==> src/hdl/rv_decode_pkg.sv <==
package rv_decode_pkg;

    // datapath and index widths
    localparam int XLEN       = 32;
    localparam int REG_ADDR_W = 5;
    localparam int ROB_TAG_W  = 3;

    // tag 0 is reserved, it means the value is already present
    localparam int ROB_DEPTH  = 8;

    // RV32I major opcodes
    typedef enum logic [6:0] {
        op_lui   = 7'b0110111,
        op_auipc = 7'b0010111,
        op_jal   = 7'b1101111,
        op_jalr  = 7'b1100111,
        op_br    = 7'b1100011,
        op_load  = 7'b0000011,
        op_store = 7'b0100011,
        op_imm   = 7'b0010011,
        op_reg   = 7'b0110011
    } opcode_e;

    // low three bits follow funct3, sub gets its own code
    typedef enum logic [3:0] {
        alu_add = 4'b0000,
        alu_sll = 4'b0001,
        alu_xor = 4'b0100,
        alu_or  = 4'b0110,
        alu_and = 4'b0111,
        alu_sub = 4'b1000
    } alu_op_e;

    // branch conditions, as funct3
    typedef enum logic [2:0] {
        br_beq  = 3'b000,
        br_bne  = 3'b001,
        br_blt  = 3'b100,
        br_bge  = 3'b101,
        br_bltu = 3'b110,
        br_bgeu = 3'b111
    } branch_op_e;

    // access width and sign, as funct3
    typedef enum logic [2:0] {
        mem_b  = 3'b000,
        mem_h  = 3'b001,
        mem_w  = 3'b010,
        mem_bu = 3'b100,
        mem_hu = 3'b101
    } mem_op_e;

    // where a decoded instruction is sent
    typedef enum logic [1:0] {
        unit_none = 2'd0,
        unit_alu  = 2'd1,
        unit_cmp  = 2'd2,
        unit_lsb  = 2'd3
    } unit_e;

    // source operand: value valid only when ready is set
    typedef struct packed {
        logic [XLEN-1:0]      value;
        logic [ROB_TAG_W-1:0] tag;
        logic                 ready;
    } operand_t;

    // register file read port, q fields are pending tags
    typedef struct packed {
        logic [XLEN-1:0]      vj;
        logic [ROB_TAG_W-1:0] qj;
        logic [XLEN-1:0]      vk;
        logic [ROB_TAG_W-1:0] qk;
    } regfile_out_t;

    typedef struct packed {
        logic            ready;
        logic [XLEN-1:0] value;
    } rob_entry_t;

    typedef rob_entry_t [ROB_DEPTH-1:0] rob_arr_t;

    // reorder buffer allocation payload
    typedef struct packed {
        logic [XLEN-1:0]       pc;
        opcode_e               opcode;
        logic [REG_ADDR_W-1:0] rd;
    } rob_alloc_t;

    typedef struct packed {
        logic                 valid;
        operand_t             rs1;
        operand_t             rs2;
        alu_op_e              op;
        logic [ROB_TAG_W-1:0] rob_idx;
    } alu_entry_t;

    typedef struct packed {
        logic                 valid;
        operand_t             rs1;
        operand_t             rs2;
        logic [XLEN-1:0]      pc;
        logic [XLEN-1:0]      b_imm;
        branch_op_e           op;
        logic [ROB_TAG_W-1:0] rob_idx;
    } cmp_entry_t;

    // rs1 is the base, rs2 the store data
    typedef struct packed {
        logic                 valid;
        logic                 is_store;
        operand_t             rs1;
        operand_t             rs2;
        logic [XLEN-1:0]      imm;
        mem_op_e              op;
        logic [ROB_TAG_W-1:0] rob_idx;
    } lsb_entry_t;

endpackage

==> src/hdl/decode_issue.sv <==
`timescale 1ns/1ns

module decode_issue (
    input  logic                                 clk,
    input  logic                                 rst,

    // instruction queue
    input  logic                                 iq_valid_i,
    input  logic [rv_decode_pkg::XLEN-1:0]       iq_instr_i,
    input  logic [rv_decode_pkg::XLEN-1:0]       iq_pc_i,
    output logic                                 iq_read_o,

    // register file
    output logic [rv_decode_pkg::REG_ADDR_W-1:0] rf_rs1_o,
    output logic [rv_decode_pkg::REG_ADDR_W-1:0] rf_rs2_o,
    input  rv_decode_pkg::regfile_out_t          rf_entry_i,

    // reorder buffer
    input  rv_decode_pkg::rob_arr_t              rob_entries_i,
    input  logic [rv_decode_pkg::ROB_TAG_W-1:0]  rob_free_tag_i,
    input  logic                                 rob_full_i,
    output logic                                 rob_write_o,
    output rv_decode_pkg::rob_alloc_t            rob_alloc_o,

    // rename table
    output logic                                 rat_write_o,
    output logic [rv_decode_pkg::REG_ADDR_W-1:0] rat_rd_o,
    output logic [rv_decode_pkg::ROB_TAG_W-1:0]  rat_tag_o,

    // stations
    input  logic                                 alu_full_i,
    output rv_decode_pkg::alu_entry_t            alu_o,
    input  logic                                 cmp_full_i,
    output rv_decode_pkg::cmp_entry_t            cmp_o,
    input  logic                                 lsb_full_i,
    output rv_decode_pkg::lsb_entry_t            lsb_o
);

    rv_decode_pkg::opcode_e               opcode;
    logic [2:0]                           funct3;
    logic                                 funct7_bit;
    logic [rv_decode_pkg::REG_ADDR_W-1:0] rd;
    logic [rv_decode_pkg::XLEN-1:0]       imm_i;
    logic [rv_decode_pkg::XLEN-1:0]       imm_s;
    logic [rv_decode_pkg::XLEN-1:0]       imm_b;
    logic [rv_decode_pkg::XLEN-1:0]       imm_u;
    rv_decode_pkg::unit_e                 unit;
    logic                                 writes_rd;
    rv_decode_pkg::operand_t              src1;
    rv_decode_pkg::operand_t              src2;
    logic                                 issue;

    instr_fields i_fields (
        .instr_i      (iq_instr_i),
        .opcode_o     (opcode),
        .funct3_o     (funct3),
        .funct7_bit_o (funct7_bit),
        .rs1_o        (rf_rs1_o),
        .rs2_o        (rf_rs2_o),
        .rd_o         (rd),
        .imm_i_o      (imm_i),
        .imm_s_o      (imm_s),
        .imm_b_o      (imm_b),
        .imm_u_o      (imm_u),
        .unit_o       (unit),
        .writes_rd_o  (writes_rd)
    );

    operand_resolve i_resolve (
        .rf_entry_i    (rf_entry_i),
        .rob_entries_i (rob_entries_i),
        .src1_o        (src1),
        .src2_o        (src2)
    );

    issue_control i_control (
        .rst            (rst),
        .iq_valid_i     (iq_valid_i),
        .unit_i         (unit),
        .rd_i           (rd),
        .writes_rd_i    (writes_rd),
        .rob_full_i     (rob_full_i),
        .rob_free_tag_i (rob_free_tag_i),
        .alu_full_i     (alu_full_i),
        .cmp_full_i     (cmp_full_i),
        .lsb_full_i     (lsb_full_i),
        .iq_read_o      (iq_read_o),
        .issue_o        (issue),
        .rat_write_o    (rat_write_o),
        .rat_rd_o       (rat_rd_o),
        .rat_tag_o      (rat_tag_o)
    );

    issue_regs i_regs (
        .clk            (clk),
        .rst            (rst),
        .issue_i        (issue),
        .unit_i         (unit),
        .opcode_i       (opcode),
        .funct3_i       (funct3),
        .funct7_bit_i   (funct7_bit),
        .pc_i           (iq_pc_i),
        .rd_i           (rd),
        .imm_i_i        (imm_i),
        .imm_s_i        (imm_s),
        .imm_b_i        (imm_b),
        .imm_u_i        (imm_u),
        .src1_i         (src1),
        .src2_i         (src2),
        .rob_free_tag_i (rob_free_tag_i),
        .rob_write_o    (rob_write_o),
        .rob_alloc_o    (rob_alloc_o),
        .alu_o          (alu_o),
        .cmp_o          (cmp_o),
        .lsb_o          (lsb_o)
    );

endmodule

==> src/hdl/instr_fields.sv <==
`timescale 1ns/1ns

module instr_fields (
    input  logic [rv_decode_pkg::XLEN-1:0]       instr_i,
    output rv_decode_pkg::opcode_e               opcode_o,
    output logic [2:0]                           funct3_o,
    output logic                                 funct7_bit_o,
    output logic [rv_decode_pkg::REG_ADDR_W-1:0] rs1_o,
    output logic [rv_decode_pkg::REG_ADDR_W-1:0] rs2_o,
    output logic [rv_decode_pkg::REG_ADDR_W-1:0] rd_o,
    output logic [rv_decode_pkg::XLEN-1:0]       imm_i_o,
    output logic [rv_decode_pkg::XLEN-1:0]       imm_s_o,
    output logic [rv_decode_pkg::XLEN-1:0]       imm_b_o,
    output logic [rv_decode_pkg::XLEN-1:0]       imm_u_o,
    output rv_decode_pkg::unit_e                 unit_o,
    output logic                                 writes_rd_o
);

    logic arith_kept;

    assign opcode_o     = rv_decode_pkg::opcode_e'(instr_i[6:0]);
    assign funct3_o     = instr_i[14:12];
    assign funct7_bit_o = instr_i[30];
    assign rs1_o        = instr_i[19:15];
    assign rs2_o        = instr_i[24:20];
    assign rd_o         = instr_i[11:7];

    // sign-extended immediates
    assign imm_i_o = {{20{instr_i[31]}}, instr_i[31:20]};
    assign imm_s_o = {{20{instr_i[31]}}, instr_i[31:25], instr_i[11:7]};
    assign imm_b_o = {{19{instr_i[31]}}, instr_i[31], instr_i[7], instr_i[30:25],
                      instr_i[11:8], 1'b0};
    assign imm_u_o = {instr_i[31:12], 12'h000};

    // add, sll, xor, or, and only; slt and the right shifts are not handled
    always_comb begin
        case (funct3_o)
            3'b000, 3'b001, 3'b100, 3'b110, 3'b111: arith_kept = 1'b1;
            default:                                arith_kept = 1'b0;
        endcase
    end

    always_comb begin
        unit_o      = rv_decode_pkg::unit_none;
        writes_rd_o = 1'b0;
        case (opcode_o)
            rv_decode_pkg::op_auipc: begin
                unit_o      = rv_decode_pkg::unit_alu;
                writes_rd_o = 1'b1;
            end
            rv_decode_pkg::op_imm: begin
                writes_rd_o = 1'b1;
                if (arith_kept) unit_o = rv_decode_pkg::unit_alu;
            end
            rv_decode_pkg::op_reg: begin
                writes_rd_o = 1'b1;
                // funct7 bit 5 is only legal on add (sub)
                if (arith_kept && (!funct7_bit_o || funct3_o == 3'b000)) begin
                    unit_o = rv_decode_pkg::unit_alu;
                end
            end
            rv_decode_pkg::op_br: unit_o = rv_decode_pkg::unit_cmp;
            rv_decode_pkg::op_load: begin
                unit_o      = rv_decode_pkg::unit_lsb;
                writes_rd_o = 1'b1;
            end
            rv_decode_pkg::op_store: unit_o = rv_decode_pkg::unit_lsb;
            default: ;
        endcase
    end

endmodule

==> src/hdl/issue_control.sv <==
`timescale 1ns/1ns

module issue_control (
    input  logic                                  rst,
    input  logic                                  iq_valid_i,
    input  rv_decode_pkg::unit_e                  unit_i,
    input  logic [rv_decode_pkg::REG_ADDR_W-1:0]  rd_i,
    input  logic                                  writes_rd_i,
    input  logic                                  rob_full_i,
    input  logic [rv_decode_pkg::ROB_TAG_W-1:0]   rob_free_tag_i,
    input  logic                                  alu_full_i,
    input  logic                                  cmp_full_i,
    input  logic                                  lsb_full_i,
    output logic                                  iq_read_o,
    output logic                                  issue_o,
    output logic                                  rat_write_o,
    output logic [rv_decode_pkg::REG_ADDR_W-1:0]  rat_rd_o,
    output logic [rv_decode_pkg::ROB_TAG_W-1:0]   rat_tag_o
);

    logic target_full;
    logic resources_ok;
    logic discard;

    // full flag of the selected station
    always_comb begin
        case (unit_i)
            rv_decode_pkg::unit_alu: target_full = alu_full_i;
            rv_decode_pkg::unit_cmp: target_full = cmp_full_i;
            rv_decode_pkg::unit_lsb: target_full = lsb_full_i;
            default:                 target_full = 1'b1;
        endcase
    end

    // stores and branches carry no rd, so rd zero only matters for writers
    assign discard = iq_valid_i &&
                     (unit_i == rv_decode_pkg::unit_none || (writes_rd_i && rd_i == '0));

    assign resources_ok = !rob_full_i && rob_free_tag_i != '0 && !target_full;

    // no pop while the stage is held in reset
    assign issue_o   = !rst && iq_valid_i && !discard && resources_ok;
    assign iq_read_o = issue_o || (!rst && discard);

    // rename rd to the tag being allocated
    assign rat_write_o = issue_o && writes_rd_i;
    assign rat_rd_o    = rd_i;
    assign rat_tag_o   = rob_free_tag_i;

endmodule

==> src/hdl/issue_regs.sv <==
`timescale 1ns/1ns

module issue_regs (
    input  logic                                 clk,
    input  logic                                 rst,
    input  logic                                 issue_i,
    input  rv_decode_pkg::unit_e                 unit_i,
    input  rv_decode_pkg::opcode_e               opcode_i,
    input  logic [2:0]                           funct3_i,
    input  logic                                 funct7_bit_i,
    input  logic [rv_decode_pkg::XLEN-1:0]       pc_i,
    input  logic [rv_decode_pkg::REG_ADDR_W-1:0] rd_i,
    input  logic [rv_decode_pkg::XLEN-1:0]       imm_i_i,
    input  logic [rv_decode_pkg::XLEN-1:0]       imm_s_i,
    input  logic [rv_decode_pkg::XLEN-1:0]       imm_b_i,
    input  logic [rv_decode_pkg::XLEN-1:0]       imm_u_i,
    input  rv_decode_pkg::operand_t              src1_i,
    input  rv_decode_pkg::operand_t              src2_i,
    input  logic [rv_decode_pkg::ROB_TAG_W-1:0]  rob_free_tag_i,
    output logic                                 rob_write_o,
    output rv_decode_pkg::rob_alloc_t            rob_alloc_o,
    output rv_decode_pkg::alu_entry_t            alu_o,
    output rv_decode_pkg::cmp_entry_t            cmp_o,
    output rv_decode_pkg::lsb_entry_t            lsb_o
);

    rv_decode_pkg::alu_entry_t alu_d;
    rv_decode_pkg::cmp_entry_t cmp_d;
    rv_decode_pkg::lsb_entry_t lsb_d;
    rv_decode_pkg::rob_alloc_t alloc_d;
    logic                      is_store;

    // operand known at decode, nothing to wait for
    function automatic rv_decode_pkg::operand_t known_operand(
        input logic [rv_decode_pkg::XLEN-1:0] value
    );
        rv_decode_pkg::operand_t opnd;
        opnd.value = value;
        opnd.tag   = '0;
        opnd.ready = 1'b1;
        return opnd;
    endfunction

    assign is_store = (opcode_i == rv_decode_pkg::op_store);

    // alu entry
    always_comb begin
        alu_d.valid   = issue_i && unit_i == rv_decode_pkg::unit_alu;
        alu_d.rs1     = src1_i;
        alu_d.rs2     = src2_i;
        alu_d.op      = rv_decode_pkg::alu_op_e'({1'b0, funct3_i});
        alu_d.rob_idx = rob_free_tag_i;
        case (opcode_i)
            rv_decode_pkg::op_auipc: begin
                // pc + upper immediate
                alu_d.rs1 = known_operand(pc_i);
                alu_d.rs2 = known_operand(imm_u_i);
                alu_d.op  = rv_decode_pkg::alu_add;
            end
            rv_decode_pkg::op_imm: alu_d.rs2 = known_operand(imm_i_i);
            default: begin
                if (funct3_i == 3'b000 && funct7_bit_i) alu_d.op = rv_decode_pkg::alu_sub;
            end
        endcase
    end

    // compare entry, target is resolved downstream from pc and b_imm
    always_comb begin
        cmp_d.valid   = issue_i && unit_i == rv_decode_pkg::unit_cmp;
        cmp_d.rs1     = src1_i;
        cmp_d.rs2     = src2_i;
        cmp_d.pc      = pc_i;
        cmp_d.b_imm   = imm_b_i;
        cmp_d.op      = rv_decode_pkg::branch_op_e'(funct3_i);
        cmp_d.rob_idx = rob_free_tag_i;
    end

    // load-store entry
    always_comb begin
        lsb_d.valid    = issue_i && unit_i == rv_decode_pkg::unit_lsb;
        lsb_d.is_store = is_store;
        lsb_d.rs1      = src1_i;
        lsb_d.rs2      = is_store ? src2_i : known_operand('0);
        lsb_d.imm      = is_store ? imm_s_i : imm_i_i;
        lsb_d.op       = rv_decode_pkg::mem_op_e'(funct3_i);
        lsb_d.rob_idx  = rob_free_tag_i;
    end

    // no destination for stores and branches
    always_comb begin
        alloc_d.pc     = pc_i;
        alloc_d.opcode = opcode_i;
        alloc_d.rd     = (is_store || unit_i == rv_decode_pkg::unit_cmp) ? '0 : rd_i;
    end

    always_ff @(posedge clk) begin
        alu_o       <= alu_d;
        cmp_o       <= cmp_d;
        lsb_o       <= lsb_d;
        rob_alloc_o <= alloc_d;
        rob_write_o <= issue_i;
        if (rst) begin
            alu_o.valid <= 1'b0;
            cmp_o.valid <= 1'b0;
            lsb_o.valid <= 1'b0;
            rob_write_o <= 1'b0;
        end
    end

endmodule

==> src/hdl/operand_resolve.sv <==
`timescale 1ns/1ns

module operand_resolve (
    input  rv_decode_pkg::regfile_out_t rf_entry_i,
    input  rv_decode_pkg::rob_arr_t     rob_entries_i,
    output rv_decode_pkg::operand_t     src1_o,
    output rv_decode_pkg::operand_t     src2_o
);

    // pick the rob value when the producer has already completed
    function automatic rv_decode_pkg::operand_t resolve(
        input logic [rv_decode_pkg::XLEN-1:0]      rf_value,
        input logic [rv_decode_pkg::ROB_TAG_W-1:0] rf_tag,
        input rv_decode_pkg::rob_arr_t             rob
    );
        rv_decode_pkg::operand_t opnd;
        if (rf_tag != '0 && rob[rf_tag].ready) begin
            opnd.value = rob[rf_tag].value;
            opnd.tag   = '0;
            opnd.ready = 1'b1;
        end else begin
            opnd.value = rf_value;
            opnd.tag   = rf_tag;
            opnd.ready = (rf_tag == '0);
        end
        return opnd;
    endfunction

    assign src1_o = resolve(rf_entry_i.vj, rf_entry_i.qj, rob_entries_i);
    assign src2_o = resolve(rf_entry_i.vk, rf_entry_i.qk, rob_entries_i);

endmodule

==> config.mk <==
export PLATFORM = sky130hd
export DESIGN_NAME = decode_issue
export DESIGN_NICKNAME = d
export VERILOG_FILES = /design/src/hdl/rv_decode_pkg.sv /design/src/hdl/decode_issue.sv /design/src/hdl/instr_fields.sv /design/src/hdl/issue_control.sv /design/src/hdl/issue_regs.sv /design/src/hdl/operand_resolve.sv
export SDC_FILE = /design/constraint.sdc
export NUM_CORES = 1
export LEC_CHECK = 0
export CELL_PAD_IN_SITES_DETAIL_PLACEMENT = 0
export CELL_PAD_IN_SITES_GLOBAL_PLACEMENT = 2
export CORE_AREA = 2 2 312 314
export DETAILED_ROUTE_END_ITERATION = 8
export DIE_AREA = 0 0 314 316
export DONT_BUFFER_PORTS = 1
export PLACE_DENSITY = 0.49
export SLEW_MARGIN = 40
export SYNTH_ARGS = -nofsm -noshare
export SYNTH_HDL_FRONTEND = slang
export SYNTH_HIERARCHICAL = 1
export SYNTH_SLANG_ARGS = --single-unit
==> constraint.sdc <==
create_clock -name clk -period 2.4 [get_ports clk]
set_input_delay 0.24 -clock clk [delete_from_list [all_inputs] [get_ports clk]]
set_output_delay 0.24 -clock clk [all_outputs]
set_load 0.005 [all_outputs]
### After elaboration in Yosys (flattened, before gate mapping)

Index checks and enable logic that the tools add are counted.
W data, S select, Z words.

| operators by class | value |
|---|---|
| $add $sub $neg | 0 |
| multiply operators | 0 |
| div/mod/pow operators | 0 |
| $lt $le $gt $ge | 2 |
| equality and inequality tests | 13 |
| shift-type cells | 0 |
| mux-type cells | 17 |
| bitwise logic cells | 0 |
| reduce and logical (&&, ||, !) cells | 36 |

Operators by type and width:

| cell | number |
|---|---|
| $bmux W33 S3 | 2 |
| $mux W36 | 3 |
| $pmux W36 S2 | 1 |
| $mux W33 | 2 |
| $logic_and A1 B1 Y1 | 16 |
| $eq A7 B5 Y1 const B | 2 |
| $eq A7 B6 Y1 const B | 2 |
| $pmux W2 S5 | 1 |
| $eq A3 B3 Y1 const B | 3 |
| $logic_not A3 Y1 | 3 |
| $reduce_bool A3 Y1 | 3 |
| $lt A3 B4 Y1 const B | 2 |
| $pmux W4 S2 | 1 |
| $eq A7 B2 Y1 const B | 1 |
| $eq A7 B7 Y1 const B | 1 |
| $logic_not A1 Y1 | 5 |
| $logic_not A5 Y1 | 1 |
| $mux W5 | 1 |
| $reduce_or A5 Y1 | 1 |
| $eq A2 B2 Y1 const B | 2 |
| $logic_or A1 B1 Y1 | 4 |
| $mux W1 | 4 |
| $mux W4 | 1 |
| $reduce_or A4 Y1 | 1 |
| other kinds (5) | 5 |

| storage, ports and cells | value |
|---|---|
| register bits after elaboration | 263 |
| bits in latches | 0 |
| memory bits (writable) | 0 |
| bits in read-only memories | 0 |
| input port bits | 408 |
| output and inout port bits | 400 |
| memories kept | 0 |

### Longest topological paths before layout

Gate-level depths: netlist (run 1).

| logic depth | value |
|---|---|
| depth after elaboration | 13 |
| gate-level depth with buffers | 9 |
| mapped depth without buffers | 9 |

### By module

The synthesis (run 1) kept the hierarchy.

By module, submodules not included:

| module | times used | cells each | area each (um2) |
|---|---|---|---|
| issue_regs | 1 | 681 | 8560.7 |
| operand_resolve | 1 | 332 | 5311.3 |
| instr_fields | 1 | 170 | 1262.5 |
| issue_control | 1 | 22 | 173.9 |

### Worst setup path before layout (run 1)

Ideal clock, no wire load.

| path | value |
|---|---|
| path kind | input port to flip-flop |
| from | in rf_entry_i[2] (netlist bit) |
| to | reg i_regs/alu_o[34] (netlist name) |
| data arrival time | 1.948 ns |
| data required time | 2.278 ns |
| path slack | 0.330 ns |
| stages | 7 |
| buffers on the path | 3 |
| path through | clkbuf_1 buf_2 buf_2 mux4_2 mux2_2 mux2_4 a221o_1 |

RTL lines:

| what | line | text |
|---|---|---|
| from (decl) | decode_issue.sv:16 | `input rv_decode_pkg::regfile_out_t rf_entry_i,` |

==> impl_metrics.tcl, run 1 <==
set metrics [dict create \
    cts_root_buf "clkbuf_16" \
    hold_path.class "in2reg" \
    comb_power_share_pct 13.4 \
    path_class "in2reg" \
    crit_required_ps 2880 \
    grt_first_pass_wirelength_mm 102 \
    cp.arrival_ps 2700 \
    drive_above_1_share_pct 27.8 \
    place_congestion 0.843 \
    dp_hpwl_mm 62.9 \
    syn_inst 1205 \
    status "complete, no violations" \
    yosysSeqAreaShare_pct 39.6 \
    cts_tree "yes" \
    synth_top_cells_by_area "dfxtp_1 40%, mux4_1 13%, buf_4 12%, mux2_2 9.7%, mux4_2 7.7%" \
    final-hold-violation-count 0 \
    p_per_area_nw_per_um2 797 \
    post-route-period-util_pct 92.5 \
    synth_commonest_cells "303 x dfxtp_1, 239 x buf_4, 132 x mux2_2" \
    core_area_um2 96000 \
    clk_pin_slew_ps 60 \
    die-area_um2 99200 \
    crit_path_max_fanout 25 \
    drc_errors 0 \
    power.leakage_nw 6.88 \
    min_from "rf_entry_i[0]" \
    die_y_um 316 \
    rsz0062_at_grt "no" \
    num-nets-final 1542 \
    startpoint_type "input pin" \
    route.vias.total 10100 \
    port_buffers 0 \
    timing.max_cap.violations 0 \
    drt_iter0_drc 630 \
    routed-wl-met2_mm 35.6 \
    htree_levels 2 \
    synth.most_common_cell "dfxtp_1" \
    antenna_found_initial 48 \
    switching_share_pct 26.8 \
    fmax_ghz 0.451 \
    total_power_w 0.0145 \
    clkPwrFrac_pct 45.1 \
    ant_nets 0 \
    cts.sinks 303 \
    start_util_pct 15.9 \
    overflow 0 \
    rows 114 \
    io-pin-count 808 \
    finalMaxSlewViolations 0 \
    postSynthAreaPerCell_um2 12.7 \
    endpoint_kind "register" \
    met3_length_mm 9.49 \
    met1Wirelength_mm 32.2 \
    syn_to_final_growth_pct 19.0 \
    top_layer_used "met5" \
    p_sw_w 0.00388 \
    clockBufferDepth 3 \
    worstMarginPinSlew_ps 733 \
    relSlewSlack_pct 50.8 \
    power_frac_seq_pct 41.6 \
    drt-wirelength-per-cell_um 32.3 \
    fp.dieW_um 314 \
    grt_util_all_layers_pct 15.4 \
    ys_seq_elements 303 \
    fin_crit_ps 2220 \
    setup-violations-final 0 \
    internal-power_w 0.0106 \
    synth_top_area_cell "dfxtp_1" \
    viasPerCell 4.10 \
    synth_edf_count 0 \
    first_pass_iters 5 \
    crit_start "rf_entry_i[36]" \
    drt_wl_total_mm 79.9 \
    vdd_ir_drop_max_uv 496 \
    syn_area_um2 15300 \
    cts_buffers 40 \
    synth_top_area_share_pct 39.6 \
    grt_pass1_vias 10400 \
    synth_cell_types 49 \
    ys.flop_type "dfxtp_1" \
    synth_warnings 6 \
    grt_max_degree 72 \
    synthArstFlopShare_pct 0 \
    setup-tns-final_ps 0 \
]
[cell usage in the layout, fill, tap and decap left out, drive strengths merged, types with 13 or more instances in the layout]
cell type | synthesis | routed
nand3 | 35 | 35
a221o | 32 | 32
mux4 | 128 | 128
diode | 0 | 33
and3 | 36 | 36
o21ai | 33 | 33
dlygate4sd3 | 0 | 171
mux2 | 161 | 161
buf | 283 | 24
dfxtp | 303 | 303
inv | 37 | 44
clkbuf | 39 | 50
nor3 | 34 | 34
conb | 1 | 13
and2 | 21 | 21
[timing repair]
action,in CTS,in global routing
gates resized for setup,0,4
buffers inserted,0,0
endpoints found under the setup margin,0,2
endpoints found under the hold margin,290,2
hold buffers,173,2
[worst paths after layout]
| check | endpoint | depth (start not counted) |
|---|---|---|
| hold / removal | i_regs/cmp_o[102] | 2 |
| setup / recovery | i_regs/lsb_o[84] | 8 |
[layer usage]
layer / vias up / track usage (%)
met5: - / 0
met4: 22 / 4.77
met3: 123 / 7.48
met2: 711 / 23.7
met1: 5173 / 18.8
li1: 4118 / -
[final cells by class]
cell class	instances	area, um^2
fill	10400	77800
multi-input combinational	555	6870
sequential	303	6070
timing repair buffer	197	2040
tap	1276	1600
clock buffer	50	1120
clock inverter	21	297
inverter	37	139
antenna	33	82.6
[state kept, by name, indices dropped and copies added (netlist names)]
| signal | count |
|---|---|
| i_regs/lsb_o | 112 |
| i_regs/cmp_o | 101 |
| i_regs/alu_o | 77 |
| i_regs/rob_alloc_o | 12 |
| i_regs/rob_write_o | 1 |
[power groups by stage]
stage	clock network [W]	registers (W)	logic (W)
2_1_floorplan	0	0.00584	0.00161
5_1_grt	0.00697	0.00610	0.00208
4_1_cts	0.00678	0.00606	0.00197
3_3_place_gp	0	0.00619	0.00152
3_5_place_dp	0	0.00617	0.00155
6_report	0.00654	0.00603	0.00194
[stage by stage]
| stage | worst slack (ps) | hold slack [ps] | cells | cell area [um^2] | utilization [%] |
|---|---|---|---|---|---|
| 2_1_floorplan | 330 | 268 | 1217 | 15400 | - |
| 3_3_place_gp | 264 | 268 | 2193 | 14900 | 15.5 |
| 3_5_place_dp | 258 | 268 | 2193 | 14900 | 15.5 |
| 4_1_cts | 20.9 | 2.82 | 2437 | 18100 | 18.8 |
| 5_1_grt | 130 | 20.0 | 2445 | 18100 | 18.9 |
| 6_report | 180 | 67.8 | 2472 | 18200 | 19.0 |
[logic make-up after synthesis]
kind of cell,Yosys count,synth area share [%]
compound gates,80,4.07
fa+ha+maj,1,0.0736
buf+inv,359,16.0
flops,303,39.6
mux,295,33.6
other cells,1,0.0245
simple gates,166,6.52
[worst max-delay path, stage by stage]
cell and delay [ps]:
dlygate4sd3_1 600, buf_12 190, nand2_1 80, a2bb2oi_2 160, nand3_2 110, buf_12 200
mux2_2 420, dlygate4sd3_1 600
Power figures use the tool's default switching activity.
==> run 2: changes to the inputs <==
--- a/config.mk
+++ b/config.mk
@@ -7,11 +7,11 @@
 export LEC_CHECK = 0
 export CELL_PAD_IN_SITES_DETAIL_PLACEMENT = 0
 export CELL_PAD_IN_SITES_GLOBAL_PLACEMENT = 2
-export CORE_AREA = 2 2 312 314
+export CORE_AREA = 2 2 311 313
 export DETAILED_ROUTE_END_ITERATION = 8
-export DIE_AREA = 0 0 314 316
+export DIE_AREA = 0 0 313 315
 export DONT_BUFFER_PORTS = 1
-export PLACE_DENSITY = 0.49
+export PLACE_DENSITY = 0.5
 export SLEW_MARGIN = 40
 export SYNTH_ARGS = -nofsm -noshare
 export SYNTH_HDL_FRONTEND = slang
==> constraint.sdc (replaced) <==
create_clock -name clk -period 2 [get_ports clk]
set_input_delay 0.2 -clock clk [delete_from_list [all_inputs] [get_ports clk]]
set_output_delay 0.2 -clock clk [all_outputs]
set_load 0.005 [all_outputs]
==> run 2 against run 1 <==
Net effect:
- wire length fell by 8.7%
- hold slack got worse by 38 ps
- sequential power rose by 18%
- sequential share of layout area rose by 0.64 points
- final cell count fell by 0.40%
- via count fell by 1.8%
- first-iteration DRC count fell by 9.4%
- worst setup slack got worse by 94 ps
- critical path type unchanged
- critical endpoint is now i_regs/alu_o[27]
- highest routed layer unchanged
==> impl_metrics.tcl, run 2 (synthesis gave the netlist of run 1 again) <==
set metrics [dict create \
    status "complete, no violations" \
    syn_to_final_growth_pct 16.7 \
    dp_hpwl_mm 56.4 \
    endpoint_kind "register" \
    timing.max_cap.violations 0 \
    largest_reg_flops 112 \
    power.leakage_nw 6.74 \
    grt_max_degree 72 \
    fp.dieW_um 313 \
    drt-wirelength-per-cell_um 29.6 \
    path_class "in2reg" \
    grt_pass1_vias 10400 \
    place_congestion 0.883 \
    die_y_um 315 \
    fmax_ghz 0.523 \
    hold_path.class "in2reg" \
    final_common_cell "dfxtp_1" \
    fin_crit_ps 1910 \
    start_util_pct 16.0 \
    ant_nets 0 \
    grt_first_pass_wirelength_mm 94.8 \
    regMostFlops "i_regs/lsb_o" \
    reg_top3 "i_regs/lsb_o: 112 flops, i_regs/cmp_o: 101 flops, i_regs/alu_o: 77 flops" \
    multi_input_area_um2 6890 \
    cts_setup_buffers 0 \
    die-area_um2 98600 \
    rows 114 \
    drive_above_1_share_pct 29.4 \
    drc_errors 0 \
    final_cell_mix "303 x dfxtp_1, 145 x dlygate4sd3_1, 132 x mux2_2" \
    cp.arrival_ps 2360 \
    post-route-period-util_pct 95.7 \
    core_area_um2 95700 \
    first_pass_iters 5 \
    whs_ps 29.9 \
    setup-tns-final_ps 0 \
    cts_root_buf "clkbuf_16" \
    final-hold-violation-count 0 \
    io-pin-count 808 \
    regArea_um2 6070 \
    crit_required_ps 2450 \
    cts.sinks 303 \
    setup-violations-final 0 \
    cts_buffers 36 \
    clockBufferDepth 3 \
    nFillCells 10400 \
    total_power_w 0.0161 \
    startpoint_type "input pin" \
    holdPathEnd "i_regs/lsb_o[77]" \
    vdd_ir_drop_max_uv 513 \
    stdcell_count 2462 \
    p_per_area_nw_per_um2 899 \
    crit_path_max_fanout 37 \
    viasPerCell 4.05 \
    htree_levels 2 \
    worstMarginPinSlew_ps 609 \
    rsz0062_at_grt "no" \
    grt_util_all_layers_pct 14.0 \
    whs_path_depth 3 \
    cts_tree "yes" \
    antenna_found_initial 30 \
    relSlewSlack_pct 59.3 \
    overflow 0 \
    clk_pin_slew_ps 60 \
    port_buffers 0 \
    num-nets-final 1530 \
    drt_wl_total_mm 72.9 \
    finalMaxSlewViolations 0 \
    drt_iter0_drc 571 \
    min_from "rf_entry_i[36]" \
    route.vias.total 9966 \
    placed_cells 2213 \
]
==> run 2: critical path, cell delays in order <==
cell           delay, ps
mux2i_1              340
a22oi_4              150
nand3_4               90
buf_12               210
mux2_4               390
a221o_1              320
dlygate4sd3_1        550
==> run 2: layer usage <==
layer	vias to the layer above	wire length, um	track usage (%)
met3	113	7440	6.01
met2	610	34100	22.8
met4	10	2320	4.74
met5	-	68	0
li1	4099	-	-
met1	5134	29000	16.6
==> run 2: per-stage QoR <==
stage	utilization, %	area (um^2)	worst slack, ps
3_3_place_gp	15.8	15100	3.44
5_1_grt	18.6	17800	65.0
6_report	18.7	17900	86.3
3_5_place_dp	15.8	15100	-26.6
2_1_floorplan	-	15400	17.5
4_1_cts	18.5	17700	45.5
==> run 2: worst max-delay path by stage <==
stage | start | to | slack (ps) | cells past startpoint
2_1_floorplan | rf_entry_i[2] | i_regs/alu_o[31] | 20 | 7
3_3_place_gp | rf_entry_i[0] | i_regs/alu_o[20] | 3 | 6
3_5_place_dp | rf_entry_i[0] | i_regs/alu_o[20] | -30 | 6
4_1_cts | iq_instr_i[2] | rat_write_o | 50 | 7
5_1_grt | rf_entry_i[0] | i_regs/alu_o[27] | 70 | 7
6_report | rf_entry_i[0] | i_regs/alu_o[27] | 90 | 7
==> run 2: timing repair <==
action	4_1_cts	5_1_grt
endpoints found under the hold margin	279	0
gates resized for setup	0	8
setup endpoints to repair	0	3
hold buffers	148	0
==> run 2: cell type report <==
type / count / area share [%]
Antenna cell: 37 / 0.518
Clock buffer: 47 / 5.62
Clock inverter: 18 / 0.854
Inverter: 37 / 0.777
Multi-Input combinational cell: 555 / 38.6
Sequential cell: 303 / 34.0
Tap cell: 1276 / 8.94
Timing Repair Buffer: 189 / 10.8
==> run 2: power by group <==
group | internal, W | switching [W] | leakage, nW
logic | 0.00132 | 0.000975 | 3.64
registers | 0.00663 | 0.000508 | 2.54
clock network | 0.00372 | 0.00292 | 0.566
==> run 3: changes to the inputs <==
--- a/config.mk
+++ b/config.mk
@@ -7,11 +7,11 @@
 export LEC_CHECK = 0
 export CELL_PAD_IN_SITES_DETAIL_PLACEMENT = 0
 export CELL_PAD_IN_SITES_GLOBAL_PLACEMENT = 2
-export CORE_AREA = 2 2 311 313
+export CORE_AREA = 2 2 317 319
 export DETAILED_ROUTE_END_ITERATION = 8
-export DIE_AREA = 0 0 313 315
+export DIE_AREA = 0 0 319 321
 export DONT_BUFFER_PORTS = 1
-export PLACE_DENSITY = 0.5
+export PLACE_DENSITY = 0.48
 export SLEW_MARGIN = 40
 export SYNTH_ARGS = -nofsm -noshare
 export SYNTH_HDL_FRONTEND = slang
==> constraint.sdc (replaced) <==
create_clock -name clk -period 2.45 [get_ports clk]
set_input_delay 0.245 -clock clk [delete_from_list [all_inputs] [get_ports clk]]
set_output_delay 0.245 -clock clk [all_outputs]
set_load 0.005 [all_outputs]
==> run 3 against run 2 <==
Net effect:
- cell area increased by 1.3%
- sequential power decreased by 18%
- final cell count increased by 0.61%
- count of clock-buffer cells in the layout increased by 5
- critical path depth increased by 1
- global-route usage increased by 0.27 points
- worst setup slack got worse by 13 ps
- total power decreased by 14%
==> impl_metrics.tcl, run 3 (synthesis gave the netlist of run 1 again) <==
set metrics [dict create \
    status "complete, no violations" \
    crit_path_max_fanout 68 \
    post-route-period-util_pct 97.0 \
    final_cell_mix "303 x dfxtp_1, 169 x dlygate4sd3_1, 132 x mux2_2" \
    cts_buffers 40 \
    setup-violations-final 0 \
    p_per_area_nw_per_um2 766 \
    start_util_pct 15.4 \
    drive_above_1_share_pct 27.6 \
    cp.arrival_ps 2890 \
    grt_util_all_layers_pct 14.3 \
    grt_pass1_vias 10400 \
    antenna_found_initial 38 \
    cts.sinks 303 \
    worstMarginPinSlew_ps 742 \
    first_pass_iters 5 \
    slowest_delay_ps 700 \
    clk_pin_slew_ps 60 \
    clockBufferDepth 3 \
    reg_top3 "i_regs/lsb_o: 112 flops, i_regs/cmp_o: 101 flops, i_regs/alu_o: 77 flops" \
    htree_levels 2 \
    drt-wirelength-per-cell_um 30.8 \
    drt_iter0_drc 543 \
    hold_path.class "in2reg" \
    grt_max_degree 71 \
    drt_wl_total_mm 76.2 \
    cts_tree "yes" \
    placed_cells 2217 \
    grt_first_pass_wirelength_mm 98.4 \
    overflow 0 \
    timing.max_cap.violations 0 \
    cts_root_buf "clkbuf_16" \
    vdd_ir_drop_max_uv 410 \
    ant_nets 0 \
    path_class "in2reg" \
    final-hold-violation-count 0 \
    io-pin-count 808 \
    rows 116 \
    core_area_um2 99300 \
    rsz0062_at_grt "yes" \
    power.leakage_nw 6.81 \
    die-area_um2 102000 \
    relSlewSlack_pct 50.2 \
    regMostFlops "i_regs/lsb_o" \
    startpoint_type "input pin" \
    crit_chain "dlygate4sd3_1, nand2_1, a2bb2oi_4, nand3_2, buf_12, mux2_2, dlygate4sd3_1, mux2_2" \
    num-nets-final 1542 \
    total_power_w 0.0139 \
    finalMaxSlewViolations 0 \
    cp_slowest_cell "dlygate4sd3_1" \
    fin_crit_ps 2380 \
    die_y_um 321 \
    dp_hpwl_mm 58.4 \
    stdcell_count 2477 \
    fp.dieW_um 319 \
    place_congestion 0.859 \
    syn_to_final_growth_pct 18.2 \
    endpoint_kind "register" \
    port_buffers 0 \
    route.vias.total 9851 \
    final_common_cell "dfxtp_1" \
    drc_errors 0 \
    largest_reg_flops 112 \
    crit_required_ps 2960 \
    fmax_ghz 0.421 \
    viasPerCell 3.98 \
]
-- run 3: cell types whose count changed in the layout (fill, tap and decap cells not counted), moves of 3 or more --
cell	before	now
buf_4	34	21
clkbuf_16	37	40
clkinvlp_4	3	6
diode_2	37	14
dlygate4sd3_1	145	169
inv_6	7	2
-- run 3: worst max-delay path, delay by kind of cell --
kind | cells | cell delay (ps)
AND/OR/NAND/NOR | 2 | 270
multiplexers | 2 | 630
AO/OA/AOI/OAI | 1 | 190
buffers and inverters | 3 | 1480
-- run 3: final timing paths --
kind	from	endpoint	cells after the start
max	rf_entry_i[37]	i_regs/alu_o[64]	8
min	iq_instr_i[31]	i_regs/lsb_o[35]	2
-- run 3: report_power, final --
group / switching (W) / internal (W)
clock: 0.00260 / 0.00351
combinational: 0.000786 / 0.00110
sequential: 0.000472 / 0.00541
-- run 3: layer usage --
| metal | GRT usage [%] | wire length (um) | vias to the layer above |
|---|---|---|---|
| li1 | - | - | 4092 |
| met1 | 17.3 | 31200 | 5023 |
| met2 | 23.0 | 35100 | 628 |
| met3 | 6.67 | 8320 | 90 |
| met4 | 3.10 | 1430 | 18 |
| met5 | 0 | 108 | - |
-- run 3: final cells by class --
class | instances | area [um^2]
Timing Repair Buffer | 197 | 2000
Tap cell | 1298 | 1620
Inverter | 37 | 139
Multi-Input combinational cell | 555 | 6880
Clock inverter | 21 | 275
Antenna cell | 14 | 35.0
Clock buffer | 52 | 1090
Fill cell | 10900 | 81200
Sequential cell | 303 | 6070
-- run 3: through the flow --
step                      util (%)  worst slack, ps  cell area [um^2]  hold slack (ps)  TNS, ps
after floorplan                  -              375             15400              273        0
after global placement        15.0              351             14900              273        0
after detailed placement      15.0              378             14900              273        0
after CTS                     18.2             10.4             18000             2.73        0
after global routing          18.2            -36.5             18100             20.2    -36.5
final                         18.2             72.9             18100             10.3        0
-- run 3: repair_timing --
item / in CTS / in global routing
setup buffers: 0 / 1
endpoints found under the hold margin: 291 / 1
endpoints found under the setup margin: 0 / 6
hold buffers: 171 / 1
gates resized for setup: 0 / 2
